## src/source/snn_ram.sv

```systemverilog
`timescale 1ns/1ps

module snn_ram #(
    parameter int DEPTH = 256,
    parameter int WIDTH = 8
) (
    input  logic                     clk,
    input  logic                     we_i,
    input  logic [$clog2(DEPTH)-1:0] waddr_i,
    input  logic [WIDTH-1:0]         wdata_i,
    input  logic [$clog2(DEPTH)-1:0] raddr_i,
    output logic [WIDTH-1:0]         rdata_o
);
    logic [WIDTH-1:0] mem [DEPTH];

    // one write port, one registered read port
    always_ff @(posedge clk) begin
        if (we_i) begin
            mem[waddr_i] <= wdata_i;
        end
        rdata_o <= mem[raddr_i];                              // one cycle latency
    end

endmodule

```

## config.mk

```make
export PLATFORM = sky130hd
export DESIGN_NAME = snn_ram
export DESIGN_NICKNAME = d
export VERILOG_FILES = /design/src/source/snn_ram.sv
export SDC_FILE = /design/constraint.sdc
export NUM_CORES = 2
export LEC_CHECK = 0
export BUFFER_PORTS_ARGS = -buffer_cell sky130_fd_sc_hd__buf_2
export CAP_MARGIN = 20
export CORE_MARGIN = 1
export CORE_UTILIZATION = 50
export CTS_CLUSTER_DIAMETER = 30
export DETAILED_ROUTE_END_ITERATION = 8
export PLACE_DENSITY = 0.65
export SYNTH_ARGS = -nofsm -noshare
export SYNTH_HDL_FRONTEND = slang
export SYNTH_SLANG_ARGS = --single-unit
```

## constraint.sdc

```tcl
create_clock -name clk -period 2.71 [get_ports clk]
set_input_delay 0.542 -clock clk [delete_from_list [all_inputs] [get_ports clk]]
set_output_delay 0.542 -clock clk [all_outputs]
set_load 0.01 [all_outputs]
```

==> impl_metrics.ini <==
[status]
run_status = completed

[cts]
cts.repair_timing.setup_buffer_count = 0
clock_transition_at_the_register_clock_pins_on_the_worst_setup_and_hold_paths_after_cts_ns = 0.05
cts_tree = done
clock-sinks = 2056
cts-buffers-inserted = 406
htree_num_levels = 5
clk_path_buf_depth = 4
clock_latency_late_sink_ns = 0.93
cts.root.buffer_cell = sky130_fd_sc_hd__clkbuf_16

[sta]
drv_slew = 0
finalHoldViolCount = 0
final.min_clock_period_ns = 2.67
relSlewSlack = 0.457
final.period_utilization = 0.985
timing.final.setup_violations = 0
max_clock_freq_mhz = 374
setup_total_negative_slack_ns = 0
rsz0062_at_grt = false
setup_slack_ns = 0.0396
skew_ns = 0.0788
worstMarginPinSlew_ns = 0.807

[synth]
yosys.area_share.xor_xnor = 0
syn_inst = 3733
syn_area_um2 = 79600
synth_cell_type_count = 55
syn_area_per_cell_um2 = 21.3
synthFlopType = sky130_fd_sc_hd__edfxtp_1
synth-simple-area-share = 0.0263
yosys_register_bits = 2056
synth-compound-area-share = 0.0342
synth.yosys.warnings = 0
synth_nets = 3759
synth-seq-area-share = 0.775
synth_enable_flop_cells = 2048
post_synthesis_share_of_cell_area_spent_on_full_adders_half_adders_and_majority_gates = 0
asyncSetResetFlopFracSynth = 0
share_of_synthesized_area_spent_on_multiplexers = 0.146
largest_family_of_logic_cells_by_synthesized_area = multiplexers

[global_routing]
grt-ovfl-total = 0
grt_start_max_net_pins = 109
first_pass_grt_wire_length_um = 301000
gr-usage-met1 = 0.367
antenna_violations_before_repair = 8
globalRouteMet2Util = 0.403
globalRouteMet3Util = 0.0525
via_count_of_the_first_global_routing_pass = 44000
tot_gr_track_use = 0.259
grt_most_used_layer = met2

[floorplan]
fp-row-count = 146
start_util = 0.503
core-area_um2 = 158000
io-pin-count = 34
die-height_um = 401
die_wd_um = 401
die_outline_area_um2 = 161000

[placement]
io_buffer_count = 33
dp_hpwl_um = 131000
pre_cts_ws_ns = -1.06
placer_congestion = 0.850

[drt]
wl_per_cell_um = 29.1
first_iteration_detailed_routing_drc_count = 4969
drt_pass1_iterations = 5
routed-via-count = 43000
drt-total-wl_um = 206000
drtAntennaViolNets = 0
post_drt_via_cell_ratio = 6.08
post-route-drc-count = 0

[worst_setup_path]
cpPeakStageDelay_ns = 0.58
worstSetupStartpointType = flop
critical_path.most_common_cell = sky130_fd_sc_hd__buf_4
data_arrival_at_the_endpoint_of_the_critical_path_ns = 3.44
critical_path.n_buffers_inverters = 2
cp_max_fo = 1
end_kind = flop
cp_top_family = compound AO/OA/AOI/OAI gates
worst_path_required_time_ns = 3.48
cp_cell_sequence = mux4_2 -> a22o_1 -> a221oi_2 -> buf_4 -> o32ai_2 -> nor3_1 -> buf_4 -> nor4_2
critical_path.slowest_cell = sky130_fd_sc_hd__nor3_1
path_class = flop to flop

[power]
total_power_uw = 89200
static_leakage_uw = 0.0342
peakVddDrop_mv = 0.731
total_power_density_per_cell_area_nw_per_um2 = 880

[cells_and_area]
drive_gt1_frac = 0.377
fin_util = 0.641
count_of_nets_after_finishing = 4710
layout.filler_cells = 10400
layout_commonest_cell = sky130_fd_sc_hd__edfxtp_1
syn2layout_area_growth_pct = 27.5
layout_common_cells = 2048 x sky130_fd_sc_hd__edfxtp_1, 668 x sky130_fd_sc_hd__buf_4, 454 x sky130_fd_sc_hd__mux4_2, 411 x sky130_fd_sc_hd__clkbuf_16, 279 x sky130_fd_sc_hd__nor2_1

[run]
max_cap_violations = 0

[min_path]
hold_path.class = primary input to flop
-- cell type report --
cell class,instances,area [um2],area share
Clock inverter,271,3360,0.0331
Antenna cell,1,2.50,0.0000247
Multi-Input combinational cell,1442,16500,0.163
Clock buffer,463,10500,0.104
Sequential cell,2056,61700,0.608
Timing Repair Buffer,776,6770,0.0668
Tap cell,2072,2590,0.0256
Inverter,2,7.51,0.0000740
-- worst paths after layout --
path | from | to | slack [ns] | cells after the start
worst max register to register | mem[82][6]$_DFFE_PP_ | rdata_o[6]$_DFF_P_ | 0.04 | 8
worst min register to register | mem[32][5]$_DFFE_PP_ | rdata_o[5]$_DFF_P_ | 1.05 | 7
worst min-delay path | wdata_i[2] | mem[226][2]$_DFFE_PP_ | 0.04 | 1
worst max-delay path | mem[82][6]$_DFFE_PP_ | rdata_o[6]$_DFF_P_ | 0.04 | 8
-- routing by layer --
metal	share of wire	up-vias
met3	0.094	427
met5	0.00026	-
met4	0.033	8
li1	-	17800
met1	0.39	22500
met2	0.48	2313
-- cells in the mapped netlist (24+ instances only) --
library cell | number | area [um2]
sky130_fd_sc_hd__a21oi_1 | 96 | 480
sky130_fd_sc_hd__a22oi_1 | 133 | 998
sky130_fd_sc_hd__buf_2 | 31 | 155
sky130_fd_sc_hd__buf_4 | 27 | 203
sky130_fd_sc_hd__clkbuf_1 | 111 | 417
sky130_fd_sc_hd__edfxtp_1 | 2048 | 61500
sky130_fd_sc_hd__mux2i_1 | 134 | 1340
sky130_fd_sc_hd__mux4_2 | 454 | 10200
sky130_fd_sc_hd__nand2_1 | 33 | 124
sky130_fd_sc_hd__nand3_1 | 34 | 170
sky130_fd_sc_hd__nor2_1 | 282 | 1060
sky130_fd_sc_hd__nor2b_1 | 31 | 194
sky130_fd_sc_hd__nor4_1 | 24 | 150
sky130_fd_sc_hd__o221ai_1 | 46 | 403
sky130_fd_sc_hd__o22ai_1 | 28 | 175
-- sequential cells by signal, indices dropped and copies added, names as in the netlist --
name	flops
mem	2048
rdata_o	8
-- power breakdown --
group | switching (uW) | internal [uW] | total [uW]
combinational | 2190 | 1520 | 3710
clock | 16200 | 34100 | 50300
sequential | 75.3 | 35100 | 35200
total | 18500 | 70700 | 89200
-- kinds of logic after synthesis --
| kind of cell | count (synthesis) |
|---|---|
| DFF | 2056 |
| muxes | 591 |
| and+or+nand+nor | 466 |
| AOI/OAI and AO/OA | 385 |
| buffers and inverters | 235 |
-- stage by stage --
step | area, um2 | hold WS (ns) | cells
floorplan | 79600 | 0.641 | 3733
global placement | 87500 | 0.969 | 6346
detailed placement | 87500 | 0.975 | 6346
CTS | 101000 | 0.00192 | 7082
global route | 101000 | 0.0273 | 7082
finish | 101000 | 0.0422 | 7083
-- what timing repair did --
item | in CTS | in global routing
setup endpoints to repair | 1 | 1
cloned | 0 | 0
hold buffers | 2 | 0
resized for setup | 1 | 1
endpoints found under the hold margin | 2 | 0
Power figures use the tool's default switching activity.
