## config.mk

```make
export PLATFORM = sky130hd
export DESIGN_NAME = snn_lif_neuron
export DESIGN_NICKNAME = d
export VERILOG_FILES = /design/src/source/snn_pkg.sv /design/src/source/snn_lif_neuron.sv
export SDC_FILE = /design/constraint.sdc
export NUM_CORES = 1
export LEC_CHECK = 0
export BUFFER_PORTS_ARGS = -buffer_cell sky130_fd_sc_hd__buf_2
export CORE_MARGIN = 2
export CORE_UTILIZATION = 45
export DETAILED_ROUTE_END_ITERATION = 6
export GPL_TIMING_DRIVEN = 0
export PLACE_DENSITY = 0.75
export SYNTH_ARGS = -nofsm -noshare
export SYNTH_HDL_FRONTEND = slang
export SYNTH_SLANG_ARGS = --single-unit
```

## constraint.sdc

```tcl
create_clock -name vclk -period 8.3
set_clock_uncertainty 0.15 [all_clocks]
set_input_delay 1.66 -clock vclk [all_inputs]
set_output_delay 1.66 -clock vclk [all_outputs]
set_load 0.02 [all_outputs]
```

## src/source/snn_pkg.sv

```systemverilog
package snn_pkg;

    // network dimensions
    localparam int NUM_PIXELS    = 196;                       // 14x14 image
    localparam int NUM_NEURONS   = 10;
    localparam int NUM_WEIGHTS   = NUM_PIXELS * NUM_NEURONS;
    localparam int PIXEL_IDX_W   = 8;
    localparam int WEIGHT_ADDR_W = 11;
    localparam int NEURON_IDX_W  = 4;
    localparam int QUEUE_DEPTH   = 256;                       // room for every pixel

    // rate encoder LFSR
    localparam logic [7:0] LFSR_SEED = 8'hA5;
    localparam logic [7:0] LFSR_TAPS = 8'hB8;                 // x^8+x^6+x^5+x^4+1

    typedef logic [7:0]        pixel_t;                       // unsigned intensity
    typedef logic signed [7:0] weight_t;
    typedef logic signed [7:0] vmem_t;
    typedef logic [7:0]        count_t;

    // field order matches the PARAM register bytes
    typedef struct packed {
        logic [7:0] num_steps;                                // timesteps, 1 or more
        vmem_t      v_th;
        logic [7:0] beta;                                     // leak in 256ths
    } neuron_cfg_t;

    typedef struct packed {
        logic    op_leak;                                     // 0 integrate, 1 leak and fire
        vmem_t   vmem;
        weight_t weight;
    } neuron_op_t;

endpackage
```

## src/source/snn_lif_neuron.sv

```systemverilog
`timescale 1ns/1ps

module snn_lif_neuron (
    input  snn_pkg::neuron_op_t op_i,
    input  snn_pkg::vmem_t      v_th_i,
    input  logic [7:0]          beta_i,
    output snn_pkg::vmem_t      vmem_o,
    output logic                fire_o
);
    logic signed [8:0] sum;
    logic [16:0]       prod;

    assign sum = {op_i.vmem[7], op_i.vmem} + {op_i.weight[7], op_i.weight};
    // low 17 bits of the product are sign-correct
    assign prod = {{9{op_i.vmem[7]}}, op_i.vmem} * {9'h000, beta_i};

    always_comb begin
        fire_o = 1'b0;
        if (!op_i.op_leak) begin
            if (sum[8] != sum[7]) begin
                vmem_o = sum[8] ? 8'sh80 : 8'sh7F;            // clamp on overflow
            end else begin
                vmem_o = sum[7:0];
            end
        end else if (op_i.vmem >= v_th_i) begin
            fire_o = 1'b1;
            vmem_o = '0;                                      // reset to zero on fire
        end else begin
            vmem_o = prod[15:8];                              // vmem*beta >>> 8 fits 8 bits
        end
    end

endmodule

```

==> impl_summary.log <==
INFO  metric postSynthAreaPerCell = 8.54 um2
INFO  metric power.share.sequential = 0
INFO  metric route.final.wire_length = just under 6000 um
INFO  metric layout.cells.most_common_list = ha_1, inv_1, buf_2, and2_1, fa_1
INFO  metric internal_power = 0.178 mW
INFO  metric synth_area_leaders = fa_1, ha_1, and2_1, inv_1, nand2_1
INFO  metric route.vias.total = 2237
INFO  metric final.clkbuf_count = 0
INFO  metric diodes_inserted = 0
INFO  metric data_arrival_critical_path = 5940 ps
INFO  metric highest-signal-layer = met4
INFO  metric numPortBuffers = 42
INFO  metric path_common_cell = fa_1
INFO  metric slew_violations = 0
INFO  metric setup_tns = 0 ps
INFO  metric hold_sp = op_i[16]
INFO  metric timing.critical_path.fanout_max = 7
INFO  metric pd_cells = 142 nW/um2
INFO  metric max-vdd-ir-drop = 0.0831 mV
INFO  metric netSwitchingFraction = 0.574
INFO  metric max_cap_violations = 0
INFO  metric drt_drc_violations_left = 0
INFO  metric met3WireLength = 120 um
INFO  metric placed_cell_area = 2940 um2
INFO  metric hp-class = primary input to primary output
INFO  metric globalRoute.totalOverflow = 0
INFO  metric routedLengthMet1 = 2660 um
INFO  metric die-width = around 81 um
INFO  metric startpoint_type = primary input
INFO  metric synthesis.area = 2640 um2
INFO  metric floorplan.io_pins = 42
INFO  metric critical-path-slowest-cell = fa_1
INFO  metric endpoint_kind_of_the_worst_setup_timing_path = primary output
INFO  metric setup_viol = 0
INFO  metric critical_path_required = around 6500 ps
INFO  metric net_switching_power_of_the_design = approximately 0.24 mW
INFO  metric final_layout_size_suffix_gt1_frac = 0.154
INFO  metric period_needed = 7750 ps
INFO  metric synthToLayoutAreaGrowth = 11.4%
INFO  metric initial_utilization = 0.474
INFO  metric number_of_antenna_violations_at_the_first_check_in_global_routing = 0
INFO  metric timing.slew.headroom = 0.590
INFO  metric number_of_global_route_vias_before_repair = 2304
INFO  metric synth_net_count = 432
INFO  metric drt.antenna.violating_nets = 0
INFO  metric netlist.area_leader.share = 0.273
INFO  metric ctsResizeCount = 0
INFO  metric timing_hold_violations_final = 0
INFO  metric synth-warning-count = 0
INFO  metric grt.total_usage = 0.194
INFO  metric postSynthCellCount = 309
INFO  metric number_of_vias_per_cell = between 5 and 6
INFO  metric dp.final_hpwl = 5070 um
INFO  metric num_rows = 27
INFO  metric cts_setup_buffers = 0
INFO  metric cp_cell_sequence = buf_2, inv_1, nor2_1, fa_1, fa_1, fa_1, inv_1, fa_1, inv_1, ha_1, a21oi_1, nor2_1, a211o_1, a21oi_1, xor2_1, o211ai_1, buf_2
INFO  metric drt_pre_antenna_iters = 4
INFO  metric power = 0.419 mW
INFO  metric die_y = 80.6 um
INFO  metric p_clk_frac = 0
INFO  metric grt_first_pass_wirelength = just over 10000 um
INFO  metric post_cts_hold_buffer_count = 0
INFO  metric post-route-period-util = 0.933
INFO  metric seq_cell_count = 0
INFO  metric route.detailed.wl_per_inst = 13.8 um
INFO  metric timing_worst_slew_pin_value = 611 ps
INFO  metric worstSetupStartpoint = op_i[15]
INFO  metric cp_num_buf_inv = 5
INFO  metric worst_path_largest_cell_delay = 550 ps
INFO  metric routed-wl-met2 = 3010 um
INFO  metric die_area = between 6000 and 7000 um2
INFO  metric place_congestion = 0.851
INFO  metric sequential_fraction_of_the_synthesis_area = 0
INFO  metric combinationalPowerShare = 1.000
INFO  metric layout.cell_area.non_filler = 2940 um2
INFO  metric ys_types = 39
INFO  metric cpLargestDelayFamily = adder cells
INFO  metric total_leakage_power = approximately 1.6 nW
INFO  metric mostFrequentLayoutCell = ha_1
INFO  metric numnets_final = 476
INFO  metric grt_max_degree = 11
INFO  metric sequential_cell_area = 0 um2
INFO  metric run_status = completed
INFO  metric core-area = 5570 um2
INFO  metric timing.setup.critical_path_class = primary input to primary output
INFO  metric fmax = 129 MHz
INFO  metric synth_top_area_cell = fa_1
INFO  metric rsz0062_at_grt = no
INFO  metric detailedRoute.firstIterationViolations = 84
-- tightest hold or removal path, stage by stage --
cell and delay [ps]:
buf_2 150, nor3b_1 140, buf_2 150
-- path summary, 6_finish.rpt --
check	end	cells after the start
worst max-delay path	vmem_o[6]	17
worst min-delay path	fire_o	3
-- cell type report --
cell class	count	area, um2
multi-input cells	256	2440
repair buffers	42	210
well taps	72	90.1
fillers	543	2630
inverters	53	199
-- Yosys cell counts, types with 2 or more instances --
master / count
o211ai_1: 2
nor3b_1: 3
and2_1: 38
or2_2: 2
o31ai_1: 2
a31oi_1: 3
nor2_1: 15
nand3_1: 4
a21o_1: 6
o221ai_1: 3
fa_1: 36
o22ai_1: 2
and3_1: 2
inv_1: 53
nand2b_1: 8
o21ai_0: 5
o21ai_1: 2
o211ai_2: 3
nand2_1: 24
xnor2_1: 7
ha_1: 54
a21oi_1: 12
xor2_1: 6
or3_1: 2
-- metrics by stage --
step	util	hold slack (ps)	instances	worst slack [ps]
2_1_floorplan	-	3350	309	969
3_3_place_gp	0.527	3610	423	582
3_5_place_dp	0.527	3610	423	529
4_1_cts	0.527	3610	423	520
5_1_grt	0.527	3620	423	182
6_report	0.527	3610	423	555
-- power by group through the flow --
stage                     clock network [mW]  registers (mW)  logic, mW
after floorplan                            0               0      0.326
after global placement                     0               0      0.412
after detailed placement                   0               0      0.420
after CTS                                  0               0      0.424
after global routing                       0               0      0.483
final                                      0               0      0.419
-- metal layers --
layer | up-vias | track usage
met3 | 3 | 0.00225
met5 | - | 0
met2 | 31 | 0.373
met1 | 1092 | 0.254
met4 | 0 | 0.0102
li1 | 1111 | -
-- logic make-up after synthesis --
group / share of synthesized area
XOR/XNOR: 0.0431
AO/OA/AOI/OAI: 0.138
adder cells (fa/ha/maj): 0.529
AND/OR/NAND/NOR: 0.209
multiplexers: 0.00521
buffers and inverters: 0.0754
(Power assumes the default switching activity.)
