## config.mk

```make
export PLATFORM = sky130hd
export DESIGN_NAME = snn_wb_regs
export DESIGN_NICKNAME = d
export VERILOG_FILES = /design/src/source/snn_pkg.sv /design/src/source/snn_bus_pkg.sv /design/src/source/snn_wb_regs.sv
export SDC_FILE = /design/constraint.sdc
export NUM_CORES = 1
export LEC_CHECK = 0
export BUFFER_PORTS_ARGS = -buffer_cell sky130_fd_sc_hd__buf_2
export CORE_MARGIN = 2
export CORE_UTILIZATION = 29
export CTS_BUF_LIST = sky130_fd_sc_hd__clkbuf_8
export DETAILED_ROUTE_END_ITERATION = 16
export PLACE_DENSITY_LB_ADDON = 0.05
export SYNTH_ARGS = -nofsm -noshare
export SYNTH_HDL_FRONTEND = slang
export SYNTH_SLANG_ARGS = --single-unit
```

## constraint.sdc

```tcl
create_clock -name clk -period 1.9 [get_ports clk]
set_input_delay 0.19 -clock clk [delete_from_list [all_inputs] [get_ports clk]]
set_output_delay 0.19 -clock clk [all_outputs]
set_load 0.02 [all_outputs]
```

## src/source/snn_pkg.sv

```systemverilog
package snn_pkg;

    // network dimensions
    localparam int NUM_PIXELS    = 196;                       // 14x14 image
    localparam int NUM_NEURONS   = 10;
    localparam int NUM_WEIGHTS   = NUM_PIXELS * NUM_NEURONS;
    localparam int PIXEL_IDX_W   = 8;
    localparam int WEIGHT_ADDR_W = 11;
    localparam int NEURON_IDX_W  = 4;
    localparam int QUEUE_DEPTH   = 256;                       // room for every pixel

    // rate encoder LFSR
    localparam logic [7:0] LFSR_SEED = 8'hA5;
    localparam logic [7:0] LFSR_TAPS = 8'hB8;                 // x^8+x^6+x^5+x^4+1

    typedef logic [7:0]        pixel_t;                       // unsigned intensity
    typedef logic signed [7:0] weight_t;
    typedef logic signed [7:0] vmem_t;
    typedef logic [7:0]        count_t;

    // field order matches the PARAM register bytes
    typedef struct packed {
        logic [7:0] num_steps;                                // timesteps, 1 or more
        vmem_t      v_th;
        logic [7:0] beta;                                     // leak in 256ths
    } neuron_cfg_t;

    typedef struct packed {
        logic    op_leak;                                     // 0 integrate, 1 leak and fire
        vmem_t   vmem;
        weight_t weight;
    } neuron_op_t;

endpackage
```

## src/source/snn_bus_pkg.sv

```systemverilog
package snn_bus_pkg;

    localparam logic [31:0] WB_BASE = 32'h3000_0000;

    // register map, byte offsets from WB_BASE
    localparam logic [15:0] CTRL_OFS   = 16'h0000;
    localparam logic [15:0] PARAM_OFS  = 16'h0004;
    localparam logic [15:0] COUNT_OFS  = 16'h0100;            // one word per neuron
    localparam logic [15:0] IMAGE_OFS  = 16'h1000;            // one word per pixel
    localparam logic [15:0] WEIGHT_OFS = 16'h4000;            // pixel*10 + neuron

    typedef struct packed {
        logic        cyc;
        logic        stb;
        logic        we;
        logic [3:0]  sel;
        logic [31:0] adr;
        logic [31:0] dat;
    } wb_req_t;

    typedef struct packed {
        logic        ack;
        logic [31:0] dat;
    } wb_rsp_t;

    typedef struct packed {
        logic [29:0] rsvd;
        logic        done;                                    // read only
        logic        go;                                      // start on write, busy on read
    } ctrl_word_t;

    typedef struct packed {
        logic [7:0]           rsvd;
        snn_pkg::neuron_cfg_t cfg;
    } param_word_t;

    // offset picks the view
    typedef union packed {
        ctrl_word_t  ctrl;
        param_word_t param;
    } bus_word_u;

endpackage

```

## src/source/snn_wb_regs.sv

```systemverilog
`timescale 1ns/1ps

module snn_wb_regs (
    input  logic                               clk,
    input  logic                               rst,
    input  snn_bus_pkg::wb_req_t               wb_req_i,
    input  logic                               busy_i,
    input  logic                               done_i,
    input  snn_pkg::count_t                    counts_i [snn_pkg::NUM_NEURONS],
    output snn_bus_pkg::wb_rsp_t               wb_rsp_o,
    output snn_pkg::neuron_cfg_t               cfg_o,
    output logic                               start_o,
    output logic                               img_we_o,
    output logic [snn_pkg::PIXEL_IDX_W-1:0]   img_addr_o,
    output snn_pkg::pixel_t                    img_data_o,
    output logic                               wt_we_o,
    output logic [snn_pkg::WEIGHT_ADDR_W-1:0] wt_addr_o,
    output snn_pkg::weight_t                   wt_data_o
);
    logic                   req;
    logic                   hit;
    logic                   wr;
    logic [15:0]            ofs;
    logic [15:0]            img_rel;
    logic [15:0]            wt_rel;
    logic [15:0]            cnt_rel;
    logic                   img_hit;
    logic                   wt_hit;
    logic                   cnt_hit;
    logic                   ack_q;
    logic [31:0]            dat_q;
    logic [31:0]            rd_dat;
    snn_bus_pkg::bus_word_u wr_word;
    snn_bus_pkg::bus_word_u rd_word;

    assign req = wb_req_i.cyc && wb_req_i.stb && !ack_q;     // one ack per request
    assign ofs = wb_req_i.adr[15:0];
    assign hit = ((wb_req_i.adr & 32'hFFFF_0000) == snn_bus_pkg::WB_BASE) && ofs[1:0] == 2'b00;
    assign wr  = req && hit && wb_req_i.we && !busy_i;        // writes dropped mid inference
    assign wr_word = wb_req_i.dat;

    // below-window offsets wrap to large indices
    assign img_rel = ofs - snn_bus_pkg::IMAGE_OFS;
    assign wt_rel  = ofs - snn_bus_pkg::WEIGHT_OFS;
    assign cnt_rel = ofs - snn_bus_pkg::COUNT_OFS;
    assign img_hit = hit && int'(img_rel[15:2]) < snn_pkg::NUM_PIXELS;
    assign wt_hit  = hit && int'(wt_rel[15:2]) < snn_pkg::NUM_WEIGHTS;
    assign cnt_hit = hit && int'(cnt_rel[15:2]) < snn_pkg::NUM_NEURONS;

    assign wb_rsp_o.ack = ack_q;
    assign wb_rsp_o.dat = dat_q;

    always_comb begin
        rd_word = '0;
        rd_dat  = '0;
        if (hit && ofs == snn_bus_pkg::CTRL_OFS) begin
            rd_word.ctrl.go   = busy_i;
            rd_word.ctrl.done = done_i;
            rd_dat            = rd_word;
        end else if (hit && ofs == snn_bus_pkg::PARAM_OFS) begin
            rd_word.param.cfg = cfg_o;
            rd_dat            = rd_word;
        end else if (cnt_hit) begin
            rd_dat = {24'h0, counts_i[cnt_rel[2 +: snn_pkg::NEURON_IDX_W]]};
        end
    end

    always_ff @(posedge clk) begin
        if (rst) begin
            ack_q    <= 1'b0;
            start_o  <= 1'b0;
            img_we_o <= 1'b0;
            wt_we_o  <= 1'b0;
            cfg_o    <= '0;
        end else begin
            ack_q    <= req;
            start_o  <= wr && ofs == snn_bus_pkg::CTRL_OFS && wb_req_i.sel[0] && wr_word.ctrl.go;
            img_we_o <= wr && img_hit && wb_req_i.sel[0];
            wt_we_o  <= wr && wt_hit && wb_req_i.sel[0];
            if (wr && ofs == snn_bus_pkg::PARAM_OFS) begin
                if (wb_req_i.sel[0]) cfg_o.beta <= wr_word.param.cfg.beta;
                if (wb_req_i.sel[1]) cfg_o.v_th <= wr_word.param.cfg.v_th;
                if (wb_req_i.sel[2]) cfg_o.num_steps <= wr_word.param.cfg.num_steps;
            end
        end
    end

    // read data and memory write payload
    always_ff @(posedge clk) begin
        dat_q      <= rd_dat;
        img_addr_o <= img_rel[2 +: snn_pkg::PIXEL_IDX_W];
        img_data_o <= wb_req_i.dat[7:0];
        wt_addr_o  <= wt_rel[2 +: snn_pkg::WEIGHT_ADDR_W];
        wt_data_o  <= wb_req_i.dat[7:0];
    end

endmodule

```

==> results.json <==
{
  "status": "completed",
  "use_met2": 0.269,
  "dieWidth_um": 112,
  "wl_um": 11000,
  "grt.overflow.total": 0,
  "cp_max_fo": 26,
  "met3_usage": 0.0403,
  "synth_cell_types": 34,
  "route.detailed.drc": 0,
  "ant_nets": 0,
  "netlist_area_um2": 3350,
  "finalCritPeriodShare": 0.974,
  "irDropWorstVdd_mv": 0.292,
  "ff2ff_setup_slack_ns": 0.15,
  "antenna_cells": 0,
  "wire_per_inst_um": 14.6,
  "clkTransAtPathRegs_ns": 0.07,
  "die_h_um": 112,
  "p_per_area_nw_per_um2": 635,
  "grt_max_degree": 52,
  "cts-root-buf": "clkbuf_8",
  "clock.fmax_ghz": 0.540,
  "cp-end-kind": "flip-flop",
  "finalCriticalPeriod_ns": 1.85,
  "place.port_buffers": 232,
  "io-pin-count": 250,
  "top_usage_layer": "met2",
  "cts_num_sinks": 71,
  "vias": 3502,
  "clock_path_buffers": 2,
  "grt_pass1_wl_um": 16300,
  "syn2layout_area_growth_pct": 49.3,
  "avgViaCountPerCell": 4.67,
  "drv_cap": 0,
  "die_area_um2": 12400,
  "fillCellCount": 1158,
  "arrival_ns": 2.12,
  "drv_slew": 0,
  "crit_path_start_kind": "primary input",
  "drive_gt1_frac": 0.474,
  "grt_use_met1": 0.210,
  "synth_area_leader_cell": "dfxtp_1",
  "synth_edf_count": 0,
  "grt_pass1_vias": 3280,
  "dp_hpwl_um": 8350,
  "cts_max_level": 3,
  "rows": 39,
  "gp_congestion": 0.769,
  "yosysWarnings": 0,
  "netlist.area_leader.share": 0.424,
  "clk_latency_ns": 0.34,
  "syn_inst": 369,
  "drt_iter0_markers": 110,
  "hold_viol": 0,
  "start_util": 0.295,
  "min-delay-path-class": "primary input to flip-flop",
  "grt_usage": 0.164,
  "fin_tns_setup_ns": 0,
  "setup_viol": 0,
  "nNetsFinal": 757,
  "cp.required_ns": 2.17,
  "synth_common_cells": "71 x dfxtp_1, 35 x mux2i_1, 33 x a21oi_1",
  "post-synth-top-count-cell": "dfxtp_1",
  "ys_seq_area_frac": 0.424,
  "clock_skew_ns": 0.00629,
  "rsz0062_at_grt": "yes",
  "design_area_um2": 5010,
  "synthTopCellsByArea": "dfxtp_1 42%, mux2i_1 10%, o31ai_1 6.9%",
  "numCtsBuffers": 9,
  "synth-seq-cells": 71,
  "syn_area_per_cell_um2": 9.09,
  "p_leak_nw": 2.51,
  "crit_type": "primary input to flip-flop",
  "ys_async_sr_fraction": 0,
  "antenna_found_initial": 0,
  "ys.flop_type": "dfxtp_1",
  "cts_tree": "done",
  "final_cells": 750,
  "drt_pass1_iterations": 4,
  "dp.cells": 722,
  "core_area_um2": 11400,
  "dpl_cell_area_um2": 4640
}
worst max-delay path, stage by stage:
cell and delay (ns):
buf_2 0.11, nor4_1 0.35, nand2_1 0.11, or4_4 0.51
buf_12 0.18, or4_1 0.52, a21oi_1 0.14
through the flow:
stage                     hold slack, ns  total power [mW]  worst slack, ns   util
final                             0.0437              3.18           0.0485  0.441
after global routing              0.0324              3.34          -0.0186  0.441
after CTS                        0.00759              3.22          0.00970  0.435
after detailed placement           0.310              2.02           -0.417  0.408
after global placement             0.308              2.02           -0.381  0.408
after floorplan                    0.218              1.81          -0.0921      -
state kept, by name, summed over array words and instances, names as in the netlist:
name and flops:
wt_data_o 8, wt_addr_o 11, img_we_o 1, cfg_o 24
dat_q 24, ack_q 1, start_o 1, wt_we_o 1
where the power goes:
part | switching [mW] | internal, mW | total [mW]
sequential | 0.00948 | 1.51 | 1.52
combinational | 0.242 | 0.240 | 0.482
clock | 0.553 | 0.627 | 1.18
total | 0.805 | 2.38 | 3.18
final timing paths:
kind	cells after the start	to	startpoint
setup / recovery	7	cfg_o[6]	wb_req_i[44]
hold / removal	1	wt_addr_o[6]	wb_req_i[40]
setup reg to reg	6	cfg_o[6]	ack_q
hold reg to reg	2	cfg_o[17]	cfg_o[17]
layout make-up:
class / count / area [um^2] / share of cell area
tap: 143 / 179 / 0.0357
clock buffer: 10 / 138 / 0.0275
multi-input combinational: 227 / 1610 / 0.321
timing repair buffer: 269 / 1520 / 0.303
clock inverter: 6 / 53.8 / 0.0107
inverter: 24 / 90.1 / 0.0180
sequential: 71 / 1420 / 0.284
routing by layer:
metal  vias to the layer above  part of all wire
li1                       1760                 -
met1                      1605              0.45
met2                       123              0.48
met3                        14             0.062
met4                         0             0.014
met5                         -                 0
cell usage in the layout (no fill, tap or decap), types with 2 or more instances in the layout:
cell	n
o22ai_1	13
nor4_1	3
dfxtp_1	71
nand2_2	3
inv_1	27
nor3_1	2
a21oi_1	33
nor4_2	2
nor2_1	12
mux2i_1	35
nand2_1	14
conb_1	8
buf_4	23
and2_1	19
buf_2	232
dlygate4sd3_1	10
clkbuf_8	10
or4_4	3
o31ai_1	31
or4_1	24
mux2_2	3
buf_12	3
nand3b_1	4
o21ai_0	4
mux4_2	2
cell families after synthesis:
kind of cell           after synthesis  synth area share
muxes                               40             0.128
buffers and inverters               78             0.118
and+or+nand+nor                     95             0.172
DFF                                 71             0.424
AOI/OAI and AO/OA                   84             0.157
other                                1           0.00112
what timing repair did:
| action | in CTS | in global routing |
|---|---|---|
| resized for setup | 2 | 7 |
| buffers inserted | 0 | 1 |
| endpoints found under the hold margin | 10 | 0 |
| hold buffers | 10 | 0 |
| gates cloned | 0 | 1 |
| endpoints found under the setup margin | 18 | 24 |
| pin swaps | 0 | 1 |
No activity file was read; power rests on OpenSTA's default activity.
