**src/source/snn_pkg.sv**
```systemverilog
package snn_pkg;

    // network dimensions
    localparam int NUM_PIXELS    = 196;                       // 14x14 image
    localparam int NUM_NEURONS   = 10;
    localparam int NUM_WEIGHTS   = NUM_PIXELS * NUM_NEURONS;
    localparam int PIXEL_IDX_W   = 8;
    localparam int WEIGHT_ADDR_W = 11;
    localparam int NEURON_IDX_W  = 4;
    localparam int QUEUE_DEPTH   = 256;                       // room for every pixel

    // rate encoder LFSR
    localparam logic [7:0] LFSR_SEED = 8'hA5;
    localparam logic [7:0] LFSR_TAPS = 8'hB8;                 // x^8+x^6+x^5+x^4+1

    typedef logic [7:0]        pixel_t;                       // unsigned intensity
    typedef logic signed [7:0] weight_t;
    typedef logic signed [7:0] vmem_t;
    typedef logic [7:0]        count_t;

    // field order matches the PARAM register bytes
    typedef struct packed {
        logic [7:0] num_steps;                                // timesteps, 1 or more
        vmem_t      v_th;
        logic [7:0] beta;                                     // leak in 256ths
    } neuron_cfg_t;

    typedef struct packed {
        logic    op_leak;                                     // 0 integrate, 1 leak and fire
        vmem_t   vmem;
        weight_t weight;
    } neuron_op_t;

endpackage
```
**src/source/snn_controller.sv**
```systemverilog
`timescale 1ns/1ps

module snn_controller (
    input  logic                               clk,
    input  logic                               rst,
    input  logic                               start_i,
    input  snn_pkg::neuron_cfg_t               cfg_i,
    input  snn_pkg::pixel_t                    img_data_i,
    input  logic                               not_empty_i,
    input  logic [snn_pkg::PIXEL_IDX_W-1:0]   head_idx_i,
    input  snn_pkg::weight_t                   wt_data_i,
    input  snn_pkg::vmem_t                     neuron_vmem_i,
    input  logic                               neuron_fire_i,
    output logic [snn_pkg::PIXEL_IDX_W-1:0]   img_addr_o,
    output logic                               pixel_vld_o,
    output logic [snn_pkg::PIXEL_IDX_W-1:0]   pixel_idx_o,
    output logic                               reseed_o,
    output logic                               queue_clear_o,
    output logic                               pop_o,
    output logic [snn_pkg::WEIGHT_ADDR_W-1:0] wt_addr_o,
    output snn_pkg::neuron_op_t                neuron_op_o,
    output logic                               busy_o,
    output logic                               done_o,
    output snn_pkg::count_t                    counts_o [snn_pkg::NUM_NEURONS]
);
    typedef enum logic [2:0] {
        IDLE, GEN_SPIKES, LOAD_SPIKE, INTEGRATE, LEAK_FIRE, CHECK_END
    } state_t;

    state_t                           state;
    logic [snn_pkg::PIXEL_IDX_W-1:0]  pix_cnt;
    logic [snn_pkg::PIXEL_IDX_W-1:0]  spk_idx;
    logic [snn_pkg::PIXEL_IDX_W-1:0]  wt_pix;
    logic [snn_pkg::NEURON_IDX_W-1:0] nrn;
    logic [snn_pkg::NEURON_IDX_W-1:0] wt_nrn;
    logic [7:0]                       step;
    logic                             pix_vld_q;
    logic                             last_nrn;
    logic                             last_step;
    int                               wt_lin;
    snn_pkg::vmem_t                   vmem [snn_pkg::NUM_NEURONS];

    assign busy_o        = state != IDLE;
    assign reseed_o      = start_i;
    assign last_nrn      = int'(nrn) == snn_pkg::NUM_NEURONS - 1;
    assign last_step     = step == cfg_i.num_steps - 8'd1;
    assign queue_clear_o = (state == IDLE && start_i) || (state == CHECK_END && !last_step);
    assign pop_o         = state == LOAD_SPIKE && not_empty_i;

    // black pixels never spike, no strobe for them
    assign img_addr_o  = pix_cnt;
    assign pixel_vld_o = pix_vld_q && img_data_i != '0;

    // neuron 0 is addressed while popping, then one ahead
    assign wt_pix    = (state == LOAD_SPIKE) ? head_idx_i : spk_idx;
    assign wt_nrn    = (state == LOAD_SPIKE) ? '0 : nrn + 1'b1;
    assign wt_lin    = int'(wt_pix) * snn_pkg::NUM_NEURONS + int'(wt_nrn);
    assign wt_addr_o = wt_lin[snn_pkg::WEIGHT_ADDR_W-1:0];

    assign neuron_op_o.op_leak = state == LEAK_FIRE;
    assign neuron_op_o.vmem    = vmem[nrn];
    assign neuron_op_o.weight  = wt_data_i;

    always_ff @(posedge clk) begin
        if (rst) begin
            state     <= IDLE;
            pix_cnt   <= '0;
            nrn       <= '0;
            step      <= '0;
            pix_vld_q <= 1'b0;
            done_o    <= 1'b0;
            for (int n = 0; n < snn_pkg::NUM_NEURONS; n++) counts_o[n] <= '0;
        end else begin
            pix_vld_q <= state == GEN_SPIKES && int'(pix_cnt) < snn_pkg::NUM_PIXELS;
            case (state)
                IDLE: if (start_i) begin
                    state  <= GEN_SPIKES;
                    done_o <= 1'b0;
                    step   <= '0;
                    for (int n = 0; n < snn_pkg::NUM_NEURONS; n++) counts_o[n] <= '0;
                end
                GEN_SPIKES: begin
                    pix_cnt <= pix_cnt + 1'b1;
                    if (int'(pix_cnt) == snn_pkg::NUM_PIXELS + 1) begin  // last push landed
                        pix_cnt <= '0;
                        state   <= LOAD_SPIKE;
                    end
                end
                LOAD_SPIKE: state <= not_empty_i ? INTEGRATE : LEAK_FIRE;
                INTEGRATE: begin
                    nrn <= nrn + 1'b1;
                    if (last_nrn) begin
                        nrn   <= '0;
                        state <= LOAD_SPIKE;
                    end
                end
                LEAK_FIRE: begin
                    if (neuron_fire_i && counts_o[nrn] != 8'hFF) begin
                        counts_o[nrn] <= counts_o[nrn] + 1'b1;
                    end
                    nrn <= nrn + 1'b1;
                    if (last_nrn) begin
                        nrn   <= '0;
                        state <= CHECK_END;
                    end
                end
                CHECK_END: begin
                    if (last_step) begin
                        done_o <= 1'b1;                       // held until next start
                        state  <= IDLE;
                    end else begin
                        step  <= step + 1'b1;
                        state <= GEN_SPIKES;
                    end
                end
                default: state <= IDLE;
            endcase
        end
    end

    always_ff @(posedge clk) begin
        pixel_idx_o <= pix_cnt;
        if (pop_o) spk_idx <= head_idx_i;
        if (state == IDLE && start_i) begin
            for (int n = 0; n < snn_pkg::NUM_NEURONS; n++) vmem[n] <= '0;
        end else if (state == INTEGRATE || state == LEAK_FIRE) begin
            vmem[nrn] <= neuron_vmem_i;
        end
    end

endmodule

```
**config.mk**
```make
export PLATFORM = sky130hd
export DESIGN_NAME = snn_controller
export DESIGN_NICKNAME = d
export VERILOG_FILES = /design/src/source/snn_pkg.sv /design/src/source/snn_controller.sv
export SDC_FILE = /design/constraint.sdc
export NUM_CORES = 1
export LEC_CHECK = 0
export BUFFER_PORTS_ARGS = -buffer_cell sky130_fd_sc_hd__buf_2
export CAP_MARGIN = 20
export CELL_PAD_IN_SITES_DETAIL_PLACEMENT = 1
export CELL_PAD_IN_SITES_GLOBAL_PLACEMENT = 1
export CORE_MARGIN = 4
export CORE_UTILIZATION = 49
export DETAILED_ROUTE_END_ITERATION = 10
export PLACE_DENSITY = 0.86
export SYNTH_ARGS = -nofsm -noshare
export SYNTH_HDL_FRONTEND = slang
export SYNTH_SLANG_ARGS = --single-unit
```
**constraint.sdc**
```tcl
create_clock -name clk -period 10.4 [get_ports clk]
set_input_delay 0.52 -clock clk [delete_from_list [all_inputs] [get_ports clk]]
set_output_delay 0.52 -clock clk [all_outputs]
set_load 0.02 [all_outputs]
```
==> reports/metrics.yaml <==
run_status:
  outcome: "complete, no violations"
placed_design:
  hpwl_microns: 24600
  place_ws_ns: 6.22
  gp_congestion: 0.864
  placed_area_sq_um: 12800
  port_buffers: 158
worst_setup_path:
  crit_slowest_cell: "dfxtp_1"
  cp_slowest_stage_delay_ns: 0.58
  critPathRequiredTime_ns: 9.88
  critPathLaunchType: "flop"
  critPathLaunch: "state[1]"
  end_kind: "primary output"
  path_class: "reg -> out"
  worstPathArrival_ns: 4.16
  path_cells: "nor3b_2 -> buf_4 -> mux2i_1 -> inv_1 -> ha_1 -> ha_1 -> a21o_1 -> a21oi_1 -> o21bai_1 -> a21oi_1 -> xnor2_1 -> nor3b_1 -> xnor2_1 -> buf_2"
  crit_path_max_fanout: 14
  r2r-start: "nrn[1]"
synthesis:
  synth_mux_area_frac: 0.121
  synth_flop_cell: "edfxtp_1"
  synth_seq_area_share: 0.541
  synth_fa_ha_area_frac: 0.0265
  synth_top_area_frac: 0.344
  syn_area_sq_um: 11900
  synthCells: 944
  synth_compound_area_frac: 0.127
  synth_common_cells: "136 x edfxtp_1, 117 x dfxtp_1, 106 x nor2_1"
  synth_top_cell_by_area: "edfxtp_1"
  ys_seq_elements: 253
  synth_xor_area_frac: 0.0293
  synth_area_per_cell_sq_um: 12.6
  synth_top_family_by_area: "compound AO/OA/AOI/OAI gates"
  async_reset_ff_frac: 0
  synthesis.nets: 1029
  yosys-top-cells-area: "edfxtp_1 34%, dfxtp_1 20%, mux4_2 8.9%"
  synth_most_common_cell: "edfxtp_1"
  synthSimpleGateAreaFrac: 0.121
  synth_cell_type_count: 72
  yosysWarnings: 0
  synth_edf_count: 136
cells_and_area:
  nets: 1166
  fillers: 2491
  n_antenna_cell: 0
  final_area_sq_um: 13700
  drive_gt1_frac: 0.279
  area_growth_pct: 15.3
route:
  drt_iter0_drc: 596
  wl_microns: 35000
  post_drt_wl_per_cell_microns: 24.6
  drt-pass1-iter-count: 5
  vias: 8702
  drc_errors: 0
  ant_nets: 0
  via_per_inst: 6.13
floorplanning:
  start_util: 0.502
  dieArea_sq_um: 26800
  chipHeight_microns: 164
  dieWidth_microns: 164
  coreArea_sq_um: 23700
  ios: 191
  fp-row-count: 56
sta:
  period_minus_slack_ns: 4.68
  finalHoldViolCount: 0
  post-route-worst-setup-slack_ns: 5.72
  setup_tns_ns: 0
  skew_ns: 0.0198
  drv_slew: 0
  worst_pin_slew_ns: 1.14
  period_share: 0.450
  final-setup-viol-count: 0
  max-slew-margin-rel: 0.243
  max_freq_mhz: 214
  rsz0062_at_grt: "false"
grt:
  grt-ovfl-total: 0
  gr-usage-met3: 0.0489
  grt_pass1_wl_microns: 54600
  busiest_layer: "met2"
  grt_pass1_vias: 9430
  grtUsageMet2: 0.463
  track_usage: 0.262
  antenna_found_initial: 0
  grt_max_degree: 39
  grt_util_met1: 0.322
cts:
  clkTransAtPathRegs_ns: 0.06
  cts.path.max_buffers: 3
  cts_max_level: 1
  postCtsResizedCells: 0
  hold_buffers: 0
  clock_latency_ns: 0.53
  cts.sinks: 253
  cts_tree: "built"
  cts-root-buf: "clkbuf_16"
  cts_buffers: 26
  post-cts-setup-buffer-count: 0
pwr:
  leakage_uw: 0.00524
  cellInternalPower_uw: 1670
  ir_worst_vdd_uv: 104
  seqPwrFrac: 0.511
  powerDensity_nw_per_um2: 157
  power_switching_uw: 476
  combPwrFrac: 0.055
  switching_share: 0.221
  p_clk_frac: 0.435
min_path:
  hold_path_class: "in -> reg"
  hold_start: "head_idx_i[7]"
flow_run:
  drv_cap: 0
-- kinds of logic (layout without fill, tap and decap cells) --
kind of cell | after synthesis | count (layout)
DFF | 253 | 253
buffers and inverters | 84 | 241
xor gates and xnor gates | 38 | 38
AOI/OAI and AO/OA | 173 | 173
and+or+nand+nor | 288 | 288
adders and majority gates | 24 | 24
muxes | 84 | 84
-- layout by cell type, fill, tap and decap left out, types with 28 or more instances in the layout --
master       n
buf_2      158
edfxtp_1   136
dfxtp_1    113
nor2_1     106
nand2_1     57
mux4_2      47
a32o_1      32
a22o_1      31
mux2i_1     30
clkbuf_16   28
-- worst max-delay path: cells and delay by family, from the launching register on --
kind	cells	cell delay (ns)
DFF	1	0.58
muxes	1	0.36
adders and majority gates	2	0.67
and+or+nand+nor	2	0.47
xor gates and xnor gates	2	0.28
buffers and inverters	3	0.53
AOI/OAI and AO/OA	4	0.73
-- flip-flops by register name, summed over array words and instances, names as in the netlist, named ones only --
signal / flops
step: 8
counts_o: 80
spk_idx: 8
pixel_idx_o: 8
vmem: 128
pix_vld_q: 1
nrn: 4
state: 3
img_addr_o: 8
done_o: 1
-- power by group through the flow --
stage               Clock (uW)  Sequential (uW)  Combinational [uW]
floorplan                    0             1120                75.6
global placement             0             1120                 112
detailed placement           0             1120                 118
CTS                        945             1100                 119
global route               991             1100                 127
finish                     935             1100                 118
-- cell type report --
type / instances / area [sq um] / share of cell area
sequential: 253 / 6430 / 0.470
multi-input combinational: 607 / 5050 / 0.369
timing repair buffer: 169 / 871 / 0.0636
clock buffer: 37 / 754 / 0.0551
tap: 319 / 399 / 0.0291
clock inverter: 11 / 100 / 0.00731
inverter: 24 / 90.1 / 0.00658
-- metrics by stage --
step / cells / hold WS [ns] / power, uW / utilization
3_3_place_gp: 1371 / 0.404 / 1230 / 0.542
5_1_grt: 1420 / 0.173 / 2220 / 0.578
4_1_cts: 1419 / 0.171 / 2160 / 0.578
6_report: 1420 / 0.182 / 2150 / 0.578
3_5_place_dp: 1371 / 0.414 / 1240 / 0.542
2_1_floorplan: 944 / 0.467 / 1190 / -
-- layer usage --
metal	vias up	share of wire
met1	4444	0.39
met2	329	0.51
met5	-	0
li1	3849	-
met4	0	0.037
met3	80	0.064
-- worst paths after layout --
path | end | slack [ns] | cells after the start
worst max-delay path | wt_addr_o[10] | 5.72 | 14
worst min-delay path | spk_idx[7] | 0.18 | 1
worst max register to register | counts_o[51] | 6.09 | 11
worst min register to register | pixel_idx_o[7] | 0.42 | 0
No activity file was read; power rests on OpenSTA's default activity.
